$ cat src/csr_pkg.sv
// Shared widths, MMIO register map and feature list constants for the accelerator CSR block
package csr_pkg;

  // ==================================================
  // Widths that carry a meaning
  // ==================================================

  // MMIO address counts 32-bit words
  typedef logic [15:0]  mmio_addr_t;
  typedef logic [8:0]   mmio_tid_t;
  typedef logic [63:0]  mmio_data_t;
  // Host physical address in 64-byte lines
  typedef logic [41:0]  cl_addr_t;
  typedef logic [31:0]  hc_control_t;
  typedef logic [31:0]  buf_size_t;
  typedef logic [3:0]   reg_index_t;
  typedef logic [1:0]   buf_slot_t;

  // ==================================================
  // Sizes and conversions
  // ==================================================

  localparam int BUFFER_COUNT = 4;
  // 64 bytes per cache line
  localparam int CL_SHIFT = 6;

  // ==================================================
  // Register map
  // ==================================================

  // Byte addresses as software sees them
  localparam mmio_addr_t BYTE_DFH       = 16'h0000;
  localparam mmio_addr_t BYTE_AFU_ID_L  = 16'h0008;
  localparam mmio_addr_t BYTE_AFU_ID_H  = 16'h0010;
  localparam mmio_addr_t BYTE_RSVD0     = 16'h0018;
  localparam mmio_addr_t BYTE_RSVD1     = 16'h0020;
  localparam mmio_addr_t BYTE_DSM_BASE  = 16'h0110;
  localparam mmio_addr_t BYTE_CONTROL   = 16'h0118;
  // Slot n address at 0x120 + 16n, size 8 bytes above it
  localparam mmio_addr_t BYTE_BUF_BASE  = 16'h0120;

  // Same map in word units, as carried on the channel
  localparam mmio_addr_t WORD_DFH       = BYTE_DFH >> 2;
  localparam mmio_addr_t WORD_AFU_ID_L  = BYTE_AFU_ID_L >> 2;
  localparam mmio_addr_t WORD_AFU_ID_H  = BYTE_AFU_ID_H >> 2;
  localparam mmio_addr_t WORD_RSVD0     = BYTE_RSVD0 >> 2;
  localparam mmio_addr_t WORD_RSVD1     = BYTE_RSVD1 >> 2;
  localparam mmio_addr_t WORD_DSM_BASE  = BYTE_DSM_BASE >> 2;
  localparam mmio_addr_t WORD_CONTROL   = BYTE_CONTROL >> 2;
  localparam mmio_addr_t WORD_BUF_BASE  = BYTE_BUF_BASE >> 2;

  // Decoded register indices
  localparam reg_index_t REG_DFH       = 4'd0;
  localparam reg_index_t REG_AFU_ID_L  = 4'd1;
  localparam reg_index_t REG_AFU_ID_H  = 4'd2;
  localparam reg_index_t REG_RSVD      = 4'd3;
  localparam reg_index_t REG_DSM_BASE  = 4'd4;
  localparam reg_index_t REG_CONTROL   = 4'd5;
  localparam reg_index_t REG_BUF_ADDR  = 4'd6;
  localparam reg_index_t REG_BUF_SIZE  = 4'd7;
  localparam reg_index_t REG_NONE      = 4'd15;

  // ==================================================
  // Device feature list
  // ==================================================

  localparam logic [127:0] AFU_ID = 128'h6e3a41c7_9b204d5f_a8e137c0_52f9b4d6;
  // Feature type AFU in [63:60], end of list in bit 40
  localparam mmio_data_t DFH_VALUE = 64'h1000_0100_0000_0000;

endpackage : csr_pkg
$ cat src/accel_csr_top.sv
// Top of the accelerator CSR block, wires the MMIO decoder, register file and read responder
module accel_csr_top (
  input  logic                 clk,
  input  logic                 reset,
  input  logic                 mmio_rd_valid,
  input  logic                 mmio_wr_valid,
  input  csr_pkg::mmio_addr_t  mmio_address,
  input  csr_pkg::mmio_tid_t   mmio_tid,
  input  csr_pkg::mmio_data_t  mmio_wr_data,
  output logic                 rsp_valid,
  output csr_pkg::mmio_tid_t   rsp_tid,
  output csr_pkg::mmio_data_t  rsp_data,
  output csr_pkg::hc_control_t hc_control,
  output csr_pkg::cl_addr_t    hc_dsm_base,
  output csr_pkg::cl_addr_t    buffer_address [csr_pkg::BUFFER_COUNT],
  output csr_pkg::buf_size_t   buffer_size [csr_pkg::BUFFER_COUNT]
);

  // Decoded request, one cycle behind the channel
  logic                dec_rd;
  logic                dec_wr;
  csr_pkg::reg_index_t dec_index;
  csr_pkg::buf_slot_t  dec_slot;
  csr_pkg::mmio_tid_t  dec_tid;
  csr_pkg::mmio_data_t dec_wr_data;

  // ==================================================
  // Decode
  // ==================================================

  mmio_request_decode u_decode (
    .clk           (clk),
    .reset         (reset),
    .mmio_rd_valid (mmio_rd_valid),
    .mmio_wr_valid (mmio_wr_valid),
    .mmio_address  (mmio_address),
    .mmio_tid      (mmio_tid),
    .mmio_wr_data  (mmio_wr_data),
    .dec_rd        (dec_rd),
    .dec_wr        (dec_wr),
    .dec_index     (dec_index),
    .dec_slot      (dec_slot),
    .dec_tid       (dec_tid),
    .dec_wr_data   (dec_wr_data)
  );

  // ==================================================
  // Execute and respond
  // ==================================================

  csr_register_file u_regs (
    .clk            (clk),
    .reset          (reset),
    .dec_wr         (dec_wr),
    .dec_index      (dec_index),
    .dec_slot       (dec_slot),
    .dec_wr_data    (dec_wr_data),
    .hc_control     (hc_control),
    .hc_dsm_base    (hc_dsm_base),
    .buffer_address (buffer_address),
    .buffer_size    (buffer_size)
  );

  // Readback taps the register file outputs directly
  mmio_read_response u_response (
    .clk            (clk),
    .reset          (reset),
    .dec_rd         (dec_rd),
    .dec_index      (dec_index),
    .dec_slot       (dec_slot),
    .dec_tid        (dec_tid),
    .hc_control     (hc_control),
    .hc_dsm_base    (hc_dsm_base),
    .buffer_address (buffer_address),
    .buffer_size    (buffer_size),
    .rsp_valid      (rsp_valid),
    .rsp_tid        (rsp_tid),
    .rsp_data       (rsp_data)
  );

endmodule : accel_csr_top

$ cat src/mmio_read_response.sv
// Last stage of the CSR block, answers every decoded read with feature list or register data
module mmio_read_response (
  input  logic                 clk,
  input  logic                 reset,
  input  logic                 dec_rd,
  input  csr_pkg::reg_index_t  dec_index,
  input  csr_pkg::buf_slot_t   dec_slot,
  input  csr_pkg::mmio_tid_t   dec_tid,
  input  csr_pkg::hc_control_t hc_control,
  input  csr_pkg::cl_addr_t    hc_dsm_base,
  input  csr_pkg::cl_addr_t    buffer_address [csr_pkg::BUFFER_COUNT],
  input  csr_pkg::buf_size_t   buffer_size [csr_pkg::BUFFER_COUNT],
  output logic                 rsp_valid,
  output csr_pkg::mmio_tid_t   rsp_tid,
  output csr_pkg::mmio_data_t  rsp_data
);

  csr_pkg::mmio_data_t read_data;

  // ==================================================
  // Read mux
  // ==================================================

  // Registers are read after any write one cycle ahead has landed
  always_comb begin
    read_data = '0;
    case (dec_index)
      csr_pkg::REG_DFH:      read_data = csr_pkg::DFH_VALUE;
      csr_pkg::REG_AFU_ID_L: read_data = csr_pkg::AFU_ID[63:0];
      csr_pkg::REG_AFU_ID_H: read_data = csr_pkg::AFU_ID[127:64];
      // Stored in lines, returned as a byte address
      csr_pkg::REG_DSM_BASE: begin
        read_data = csr_pkg::mmio_data_t'(hc_dsm_base) << csr_pkg::CL_SHIFT;
      end
      csr_pkg::REG_CONTROL:  read_data = csr_pkg::mmio_data_t'(hc_control);
      csr_pkg::REG_BUF_ADDR: begin
        read_data = csr_pkg::mmio_data_t'(buffer_address[dec_slot]);
      end
      csr_pkg::REG_BUF_SIZE: begin
        read_data = csr_pkg::mmio_data_t'(buffer_size[dec_slot]);
      end
      // Reserved words and unmapped space read as zero
      default:               read_data = '0;
    endcase
  end

  // ==================================================
  // Response register
  // ==================================================

  // One response per read, no back-pressure
  always_ff @(posedge clk) begin
    if (reset) begin
      rsp_valid <= 1'b0;
    end else begin
      rsp_valid <= dec_rd;
    end
  end

  // Tag and data only load on a read, held otherwise
  always_ff @(posedge clk) begin
    if (dec_rd) begin
      rsp_tid  <= dec_tid;
      rsp_data <= read_data;
    end
  end

endmodule : mmio_read_response

$ cat src/csr_register_file.sv
// Holds the writable accelerator settings and applies decoded MMIO writes to them
module csr_register_file (
  input  logic                 clk,
  input  logic                 reset,
  input  logic                 dec_wr,
  input  csr_pkg::reg_index_t  dec_index,
  input  csr_pkg::buf_slot_t   dec_slot,
  input  csr_pkg::mmio_data_t  dec_wr_data,
  output csr_pkg::hc_control_t hc_control,
  output csr_pkg::cl_addr_t    hc_dsm_base,
  output csr_pkg::cl_addr_t    buffer_address [csr_pkg::BUFFER_COUNT],
  output csr_pkg::buf_size_t   buffer_size [csr_pkg::BUFFER_COUNT]
);

  logic wr_dsm_base;
  logic wr_control;
  logic wr_buf_addr;
  logic wr_buf_size;

  // ==================================================
  // Write selects
  // ==================================================

  // Read-only and unmapped indices match nothing here
  assign wr_dsm_base = dec_wr && (dec_index == csr_pkg::REG_DSM_BASE);
  assign wr_control  = dec_wr && (dec_index == csr_pkg::REG_CONTROL);
  assign wr_buf_addr = dec_wr && (dec_index == csr_pkg::REG_BUF_ADDR);
  assign wr_buf_size = dec_wr && (dec_index == csr_pkg::REG_BUF_SIZE);

  // ==================================================
  // Status memory base and control
  // ==================================================

  // Host writes a byte address, stored in cache lines
  always_ff @(posedge clk) begin
    if (reset) begin
      hc_dsm_base <= '0;
    end else if (wr_dsm_base) begin
      hc_dsm_base <= csr_pkg::cl_addr_t'(dec_wr_data >> csr_pkg::CL_SHIFT);
    end
  end

  // Control word lives in the low half
  always_ff @(posedge clk) begin
    if (reset) begin
      hc_control <= '0;
    end else if (wr_control) begin
      hc_control <= csr_pkg::hc_control_t'(dec_wr_data[31:0]);
    end
  end

  // ==================================================
  // Buffer descriptor table
  // ==================================================

  // Address written directly as a line address, no shift
  always_ff @(posedge clk) begin
    if (reset) begin
      for (int i = 0; i < csr_pkg::BUFFER_COUNT; i++) begin
        buffer_address[i] <= '0;
      end
    end else if (wr_buf_addr) begin
      buffer_address[dec_slot] <= csr_pkg::cl_addr_t'(dec_wr_data);
    end
  end

  // Size in bytes, upper data bits dropped
  always_ff @(posedge clk) begin
    if (reset) begin
      for (int i = 0; i < csr_pkg::BUFFER_COUNT; i++) begin
        buffer_size[i] <= '0;
      end
    end else if (wr_buf_size) begin
      buffer_size[dec_slot] <= csr_pkg::buf_size_t'(dec_wr_data[31:0]);
    end
  end

endmodule : csr_register_file

$ cat src/mmio_request_decode.sv
// First stage of the CSR block, registers each MMIO request and maps its address to a register
module mmio_request_decode (
  input  logic                clk,
  input  logic                reset,
  input  logic                mmio_rd_valid,
  input  logic                mmio_wr_valid,
  input  csr_pkg::mmio_addr_t mmio_address,
  input  csr_pkg::mmio_tid_t  mmio_tid,
  input  csr_pkg::mmio_data_t mmio_wr_data,
  output logic                dec_rd,
  output logic                dec_wr,
  output csr_pkg::reg_index_t dec_index,
  output csr_pkg::buf_slot_t  dec_slot,
  output csr_pkg::mmio_tid_t  dec_tid,
  output csr_pkg::mmio_data_t dec_wr_data
);

  // Word offset into the descriptor table
  csr_pkg::mmio_addr_t desc_offset;
  logic                in_desc_table;
  csr_pkg::reg_index_t next_index;
  csr_pkg::buf_slot_t  next_slot;

  // ==================================================
  // Address match
  // ==================================================

  // Addresses below the table wrap to a large offset and fall out of range
  assign desc_offset   = mmio_address - csr_pkg::WORD_BUF_BASE;
  assign in_desc_table = desc_offset < csr_pkg::mmio_addr_t'(csr_pkg::BUFFER_COUNT * 4);

  always_comb begin
    // Slot only matters for descriptor accesses
    next_slot  = desc_offset[3:2];
    next_index = csr_pkg::REG_NONE;
    case (mmio_address)
      csr_pkg::WORD_DFH:      next_index = csr_pkg::REG_DFH;
      csr_pkg::WORD_AFU_ID_L: next_index = csr_pkg::REG_AFU_ID_L;
      csr_pkg::WORD_AFU_ID_H: next_index = csr_pkg::REG_AFU_ID_H;
      csr_pkg::WORD_RSVD0:    next_index = csr_pkg::REG_RSVD;
      csr_pkg::WORD_RSVD1:    next_index = csr_pkg::REG_RSVD;
      csr_pkg::WORD_DSM_BASE: next_index = csr_pkg::REG_DSM_BASE;
      csr_pkg::WORD_CONTROL:  next_index = csr_pkg::REG_CONTROL;
      default: begin
        // Each slot is four words, address pair then size pair
        // Odd words hit the upper half of a 64-bit register, not mapped
        if (in_desc_table && !desc_offset[0]) begin
          if (desc_offset[1]) begin
            next_index = csr_pkg::REG_BUF_SIZE;
          end else begin
            next_index = csr_pkg::REG_BUF_ADDR;
          end
        end
      end
    endcase
  end

  // ==================================================
  // Request register
  // ==================================================

  // Strobes are control state
  always_ff @(posedge clk) begin
    if (reset) begin
      dec_rd <= 1'b0;
      dec_wr <= 1'b0;
    end else begin
      dec_rd <= mmio_rd_valid;
      dec_wr <= mmio_wr_valid;
    end
  end

  // Payload follows the strobe, qualified downstream
  always_ff @(posedge clk) begin
    dec_index   <= next_index;
    dec_slot    <= next_slot;
    dec_tid     <= mmio_tid;
    dec_wr_data <= mmio_wr_data;
  end

endmodule : mmio_request_decode

$ cat config.mk
export PLATFORM = sky130hd
export DESIGN_NAME = accel_csr_top
export DESIGN_NICKNAME = d
export VERILOG_FILES = /design/src/csr_pkg.sv /design/src/accel_csr_top.sv /design/src/mmio_read_response.sv /design/src/csr_register_file.sv /design/src/mmio_request_decode.sv
export SDC_FILE = /design/constraint.sdc
export NUM_CORES = 1
export LEC_CHECK = 0
export BUFFER_PORTS_ARGS = -buffer_cell sky130_fd_sc_hd__buf_2
export CORE_UTILIZATION = 46
export CTS_BUF_LIST = sky130_fd_sc_hd__clkbuf_4 sky130_fd_sc_hd__clkbuf_8
export DETAILED_ROUTE_END_ITERATION = 8
export PLACE_DENSITY = 0.72
export SYNTH_ARGS = -nofsm -noshare
export SYNTH_HDL_FRONTEND = slang
export SYNTH_SLANG_ARGS = --single-unit
$ cat constraint.sdc
create_clock -name clk -period 5.7 [get_ports clk]
set_input_delay 0.285 -clock clk [delete_from_list [all_inputs] [get_ports clk]]
set_output_delay 0.285 -clock clk [all_outputs]
set_load 0.005 [all_outputs]
==> flow_summary.toml, run 1 <==
[status]
status = "finished, final reports clean"

[logic_synthesis]
synth_most_common_cell = "nand2_1"
syn_inst = 2121
syn-cell-area_um2 = 19380
synth_common_cells = "nand2_1, dfxtp_1, a21oi_1"
ys_ff_latch = 497
synth_area_per_cell_um2 = 9.138
yosys.area.top_type = "dfxtp_1"
synth-async-reset-ratio_pct = 0
synth-edff-count = 61
yosysSeqAreaShare_pct = 54.49
synthFlopType = "dfxtp_1"
yosys.area.top_type_share_pct = 45.04
synth_area_leaders = "dfxtp_1, nand2_1, a21oi_1"
yosysWarningCount = 0
synth_cell_types = 54

[timing]
hold_viol_final = 0
setup_violations = 0
fin_ws_ps = 2209
post-route-period-util_pct = 61.25
fin_crit_ps = 3491
finalSetupTns_ps = 0
maxSlewViolCount = 0
clock_skew_ps = 31.73
fmax_mhz = 286.4
rsz0062_at_grt = "no"
hold_slack_ps = 71.71
maxSlewHeadroom_pct = 14.06
tightest_slew_ps = 1286

[die]
start_util_pct = 47.04
die_y_um = 207.3
die_area_um2 = 42960
die_w_um = 207.3
placement_rows = 74
coreArea_um2 = 41200
pin_count = 537

[pwr]
ir_drop_mv = 0.2273
powerDensity_nw_per_um2 = 296.7
leakage_nw = 9.841
total_power_mw = 7.191

[cts]
cts.htree.levels = 3
cts_buffers = 81
worstSkewPairLatency_ps = 660
cts_sinks = 497
cts_resized = 0
clk_pin_slew_ps = 60
cts_tree = "built"
root_buffer = "clkbuf_8"
clockBufferDepth = 3

[detailed_routing]
vias_per_cell = 5.695
drt-pass1-iter-count = 6
drc_errors = 0
ant_nets = 0
wl_per_cell_um = 22.86
drt_iter0_drc = 1985
vias = 18220
wirelength_mm = 73.12

[min_path]
min_path_type = "input pin to flip-flop"

[finish]
area_delta_synth_final_pct = 25.07
finalInstanceArea_um2 = 24240
drive_gt1_share_pct = 29.81
layout.cells.non_filler = 3199
diodes = 0
final_util_pct = 58.83
nFillCells = 3471
ff_latch_area_um2 = 10570
nets = 2696
multiInputGateArea_um2 = 7815

[critical_path]
slowest_stage = "and4bb_4"
crit_path_end_kind = "flip-flop"
critPathMaxStageDelay_ps = 1030
worst-path-max-fanout = 42
crit_chain = "and4bb_4 -> nand2_2 -> buf_4 -> nand2_1 -> a21oi_1"
crit_arrival_ps = 3980
crit_type = "flip-flop to flip-flop"
critPathLaunchType = "flip-flop"
crit_buf_inv = 1
critical_path.top_delay_family = "simple AND/OR/NAND/NOR gates"
required_ps = 6190

[global_routing]
grt_pass1_vias = 17810
antenna_found_initial = 0
grt-ovfl-total = 0
grt.total_usage_pct = 33.19
grt_max_degree = 212
grt_first_pass_wirelength_mm = 108.0

[place]
gp_congestion = 0.8699
dpl_cell_area_um2 = 21840
port_buffers = 518
place_inst = 2988
dp_slack_ps = 2226
hpwlAfterDp_mm = 44.25

[flow_run]
cap_viol_max_count = 0
area by class of cell:
cell class / instances / area share [%]
multi-input cells: 1415 / 32.24
repair buffers: 602 / 14.04
clock inverters: 10 / 0.4284
flip-flops and latches: 497 / 43.61
clock buffers: 138 / 6.855
well taps: 532 / 2.746
inverters: 5 / 0.07743
timing repair:
| action | CTS | global route |
|---|---|---|
| hold endpoints to repair | 64 | 0 |
| hold buffers | 63 | 0 |
| buffers inserted | 0 | 0 |
power breakdown:
part | internal, mW | switching, mW | leakage, nW | total (mW)
combinational | 0.0913 | 0.0981 | 4.79 | 0.189
clock | 1.92 | 1.42 | 0.943 | 3.34
sequential | 3.58 | 0.0788 | 4.11 | 3.66
cell families after synthesis:
logic type      after synthesis  share of synthesized area [%]
buf+inv                     210                          5.610
flops                       497                          54.49
mux                          74                          8.599
other cells                   1                        0.01935
fa+ha+maj                     1                        0.06455
simple gates                888                          18.66
xor+xnor                      2                        0.09040
compound gates              448                          12.47
final timing paths:
kind / start / end / slack (ps) / cells past startpoint
setup / recovery: u_decode.dec_index[1]$_SDFF_PP1_ / u_regs.buffer_address[150]$_SDFFE_PP0P_ / 2210 / 5
hold / removal: reset / u_regs.buffer_size[39]$_SDFFE_PP0P_ / 70 / 2
setup reg to reg: u_decode.dec_index[1]$_SDFF_PP1_ / u_regs.buffer_address[150]$_SDFFE_PP0P_ / 2210 / 5
hold reg to reg: u_decode.dec_tid[2]$_DFF_P_ / u_response.rsp_tid[2]$_DFFE_PP_ / 400 / 0
cells in the final DEF (no fill, tap or decap), types with 4 or more instances in the layout:
cell type,count
nand2_1,798
buf_2,517
dfxtp_1,433
a21oi_1,383
clkbuf_8,100
mux4_2,74
dlygate4sd3_1,63
edfxtp_1,61
clkbuf_4,38
buf_4,20
nand3_1,18
a221oi_1,16
o21ai_0,14
nor2_1,14
a22oi_1,11
nor2b_1,8
inv_1,5
nand2_2,5
a222oi_1,5
clkinv_2,5
nor4_1,4
a21o_1,4
routing by layer:
metal / vias to the layer above / wire length (um) / part of all wire, % / GRT usage [%]
met5: - / 0 / 0 / 0
li1: 8097 / - / - / -
met1: 8692 / 27220 / 37 / 39.90
met4: 0 / 3346 / 4.6 / 17.88
met3: 232 / 7604 / 10 / 9.244
met2: 1197 / 34950 / 48 / 54.11
registers in the layout, indices dropped and copies added, names as in the netlist:
signal                 count
u_decode.dec_rd            1
u_decode.dec_wr            1
u_decode.dec_wr_data      48
u_response.rsp_tid         9
u_decode.dec_slot          2
u_regs.hc_control         32
u_response.rsp_data       52
u_decode.dec_index         4
u_regs.buffer_address    168
u_regs.buffer_size       128
u_response.rsp_valid       1
u_decode.dec_tid           9
u_regs.hc_dsm_base        42
No activity file was read; power rests on OpenSTA's default activity.
==> run 2, diff against run 1 <==
--- a/config.mk
+++ b/config.mk
@@ -9,7 +9,7 @@
 export CORE_UTILIZATION = 46
 export CTS_BUF_LIST = sky130_fd_sc_hd__clkbuf_4 sky130_fd_sc_hd__clkbuf_8
 export DETAILED_ROUTE_END_ITERATION = 8
-export PLACE_DENSITY = 0.72
+export PLACE_DENSITY = 0.74
 export SYNTH_ARGS = -nofsm -noshare
 export SYNTH_HDL_FRONTEND = slang
 export SYNTH_SLANG_ARGS = --single-unit
==> constraint.sdc (replaced) <==
create_clock -name clk -period 3.1 [get_ports clk]
set_input_delay 0.155 -clock clk [delete_from_list [all_inputs] [get_ports clk]]
set_output_delay 0.155 -clock clk [all_outputs]
set_load 0.005 [all_outputs]
==> run 2 against run 1 <==
Effect of this change:
- cell area up 1.6%
- utilization up 0.95 points
- combinational power up 100%
- non-clock buffer count up 41
- power up 81%
- worst hold slack worse by 5.8 ps
- flip-flop and latch count unchanged
- sequential power up 84%
- clock power up 77%
- global-route usage down 0.054 points
- critical path type unchanged
==> flow_summary.toml, run 2 (same netlist as run 1, synthesis figures left out) <==
[detailed_routing]
vias_per_cell = 5.676
vias = 18370
wirelength_mm = 72.42
ant_nets = 0
wl_per_cell_um = 22.37
drc_errors = 0
drt_iter0_drc = 1845
drt-pass1-iter-count = 6

[critical_path]
critPathMaxStageDelay_ps = 840
ff2ff_setup_slack_ps = 490
crit_chain = "nand2b_1 -> nor3_2 -> buf_4 -> a221oi_1 -> nand3_1"
r2r_end = "u_response.rsp_data[19]$_SDFFCE_PN0P_"
critPathLaunchType = "flip-flop"
ff2ff_path_depth = 5
r2r_start = "u_decode.dec_index[0]$_DFF_P_"
slowest_stage = "dfxtp_1"
required_ps = 3590
crit_path_end_kind = "flip-flop"
crit_type = "flip-flop to flip-flop"
crit_arrival_ps = 3100
worst-path-max-fanout = 19

[timing]
fmax_mhz = 382.5
maxSlewViolCount = 0
fin_crit_ps = 2614
maxSlewHeadroom_pct = 27.43
finalSetupTns_ps = 0
post-route-period-util_pct = 84.33
clock_skew_ps = 19.31
hold_viol_final = 0
setup_violations = 0
rsz0062_at_grt = "no"
tightest_slew_ps = 1083
hold_slack_ps = 65.90
fin_ws_ps = 485.8

[pwr]
powerDensity_nw_per_um2 = 528.0
leakage_nw = 10.03
total_power_mw = 13.01
ir_drop_mv = 0.3807

[global_routing]
grt.total_usage_pct = 33.14
antenna_found_initial = 1
grt_first_pass_wirelength_mm = 108.5
grt_pass1_vias = 18100
grt_max_degree = 138
grt-ovfl-total = 0

[die]
pin_count = 537
coreArea_um2 = 41200
start_util_pct = 47.04
die_area_um2 = 42960
die_w_um = 207.3
placement_rows = 74
die_y_um = 207.3

[min_path]
min_path_type = "input pin to flip-flop"
min_delay_worst_endpoint = "u_regs.buffer_address[85]$_SDFFE_PP0P_"
whs_path_depth = 2
hp-start = "reset"

[cts]
cts.htree.levels = 3
cts_buffers = 83
cts_tree = "built"
clockBufferDepth = 3
worstSkewPairLatency_ps = 640
clk_pin_slew_ps = 70
cts_sinks = 497
root_buffer = "clkbuf_8"
post_cts_buffers = 0

[finish]
final_common_cell = "nand2_1"
largest_reg_flops = 168
diodes = 0
area_delta_synth_final_pct = 27.10
final_cell_mix = "nand2_1, buf_2, dfxtp_1"
drive_gt1_share_pct = 30.46
nets = 2739
nFillCells = 3467
top_regs = "u_regs.buffer_address (168), u_regs.buffer_size (128), u_response.rsp_data (52)"
top_register = "u_regs.buffer_address"
final_util_pct = 59.78

[flow_run]
cap_viol_max_count = 0

[place]
dp_slack_ps = 576.7
port_buffers = 518
hpwlAfterDp_mm = 46.84
gp_congestion = 0.9016

[status]
status = "finished, final reports clean"
==> run 2: per-layer routing <==
layer | share of wire (%) | global-route usage (%) | vias to the layer above
li1 | - | - | 8172
met1 | 37 | 40.20 | 8741
met2 | 47 | 53.65 | 1191
met3 | 11 | 9.274 | 266
met4 | 5.1 | 17.65 | 2
met5 | 0.011 | 0 | -
==> run 2: repair_timing <==
item / in CTS / in global routing
gates resized for setup: 0 / 0
hold endpoints to repair: 65 / 0
hold buffers: 70 / 0
==> run 2: worst max-delay path by stage <==
stage	to	startpoint	cells after the start	slack (ps)
after floorplan	u_response.rsp_data[0]$_SDFFCE_PN0P_	u_decode.dec_rd$_SDFF_PP0_	0	1060
after global routing	u_response.rsp_data[7]$_SDFFCE_PN0P_	u_decode.dec_index[0]$_DFF_P_	5	350
after detailed placement	u_response.rsp_data[12]$_SDFFCE_PN0P_	u_decode.dec_index[0]$_DFF_P_	5	580
after global placement	u_response.rsp_data[27]$_SDFFCE_PN0P_	u_decode.dec_index[0]$_DFF_P_	5	620
after CTS	u_response.rsp_data[12]$_SDFFCE_PN0P_	u_decode.dec_index[0]$_DFF_P_	5	560
final	u_response.rsp_data[19]$_SDFFCE_PN0P_	u_decode.dec_index[0]$_DFF_P_	5	490
==> run 2: metrics by stage <==
| step | instances | cell area [um^2] |
|---|---|---|
| after CTS | 3237 | 24630 |
| after global placement | 3022 | 22250 |
| after floorplan | 2122 | 19380 |
| after detailed placement | 3022 | 22250 |
| after global routing | 3237 | 24630 |
| final | 3237 | 24630 |
==> run 2: power by group <==
group | leakage, nW | internal (mW) | switching [mW]
registers | 4.11 | 6.59 | 0.141
clock network | 0.898 | 3.31 | 2.59
logic | 5.03 | 0.187 | 0.195
total | 10.0 | 10.1 | 2.92
==> run 2: worst max-delay path: cells and delay by family (launching register included) <==
family	cells	cell delay [ps]
AND/OR/NAND/NOR	3	1140
flip-flops	1	840
buffers and inverters	1	400
AO/OA/AOI/OAI	1	90
==> run 2: layout make-up <==
cell class                 count  area (um^2)  share of cell area (%)
sequential                   497        10570                   42.92
multi-input combinational   1415         7815                   31.73
timing repair buffer         643         3879                   15.75
clock buffer                 131         1584                   6.431
tap                          532        665.6                   2.702
clock inverter                14        98.84                  0.4013
inverter                       5        18.77                 0.07619
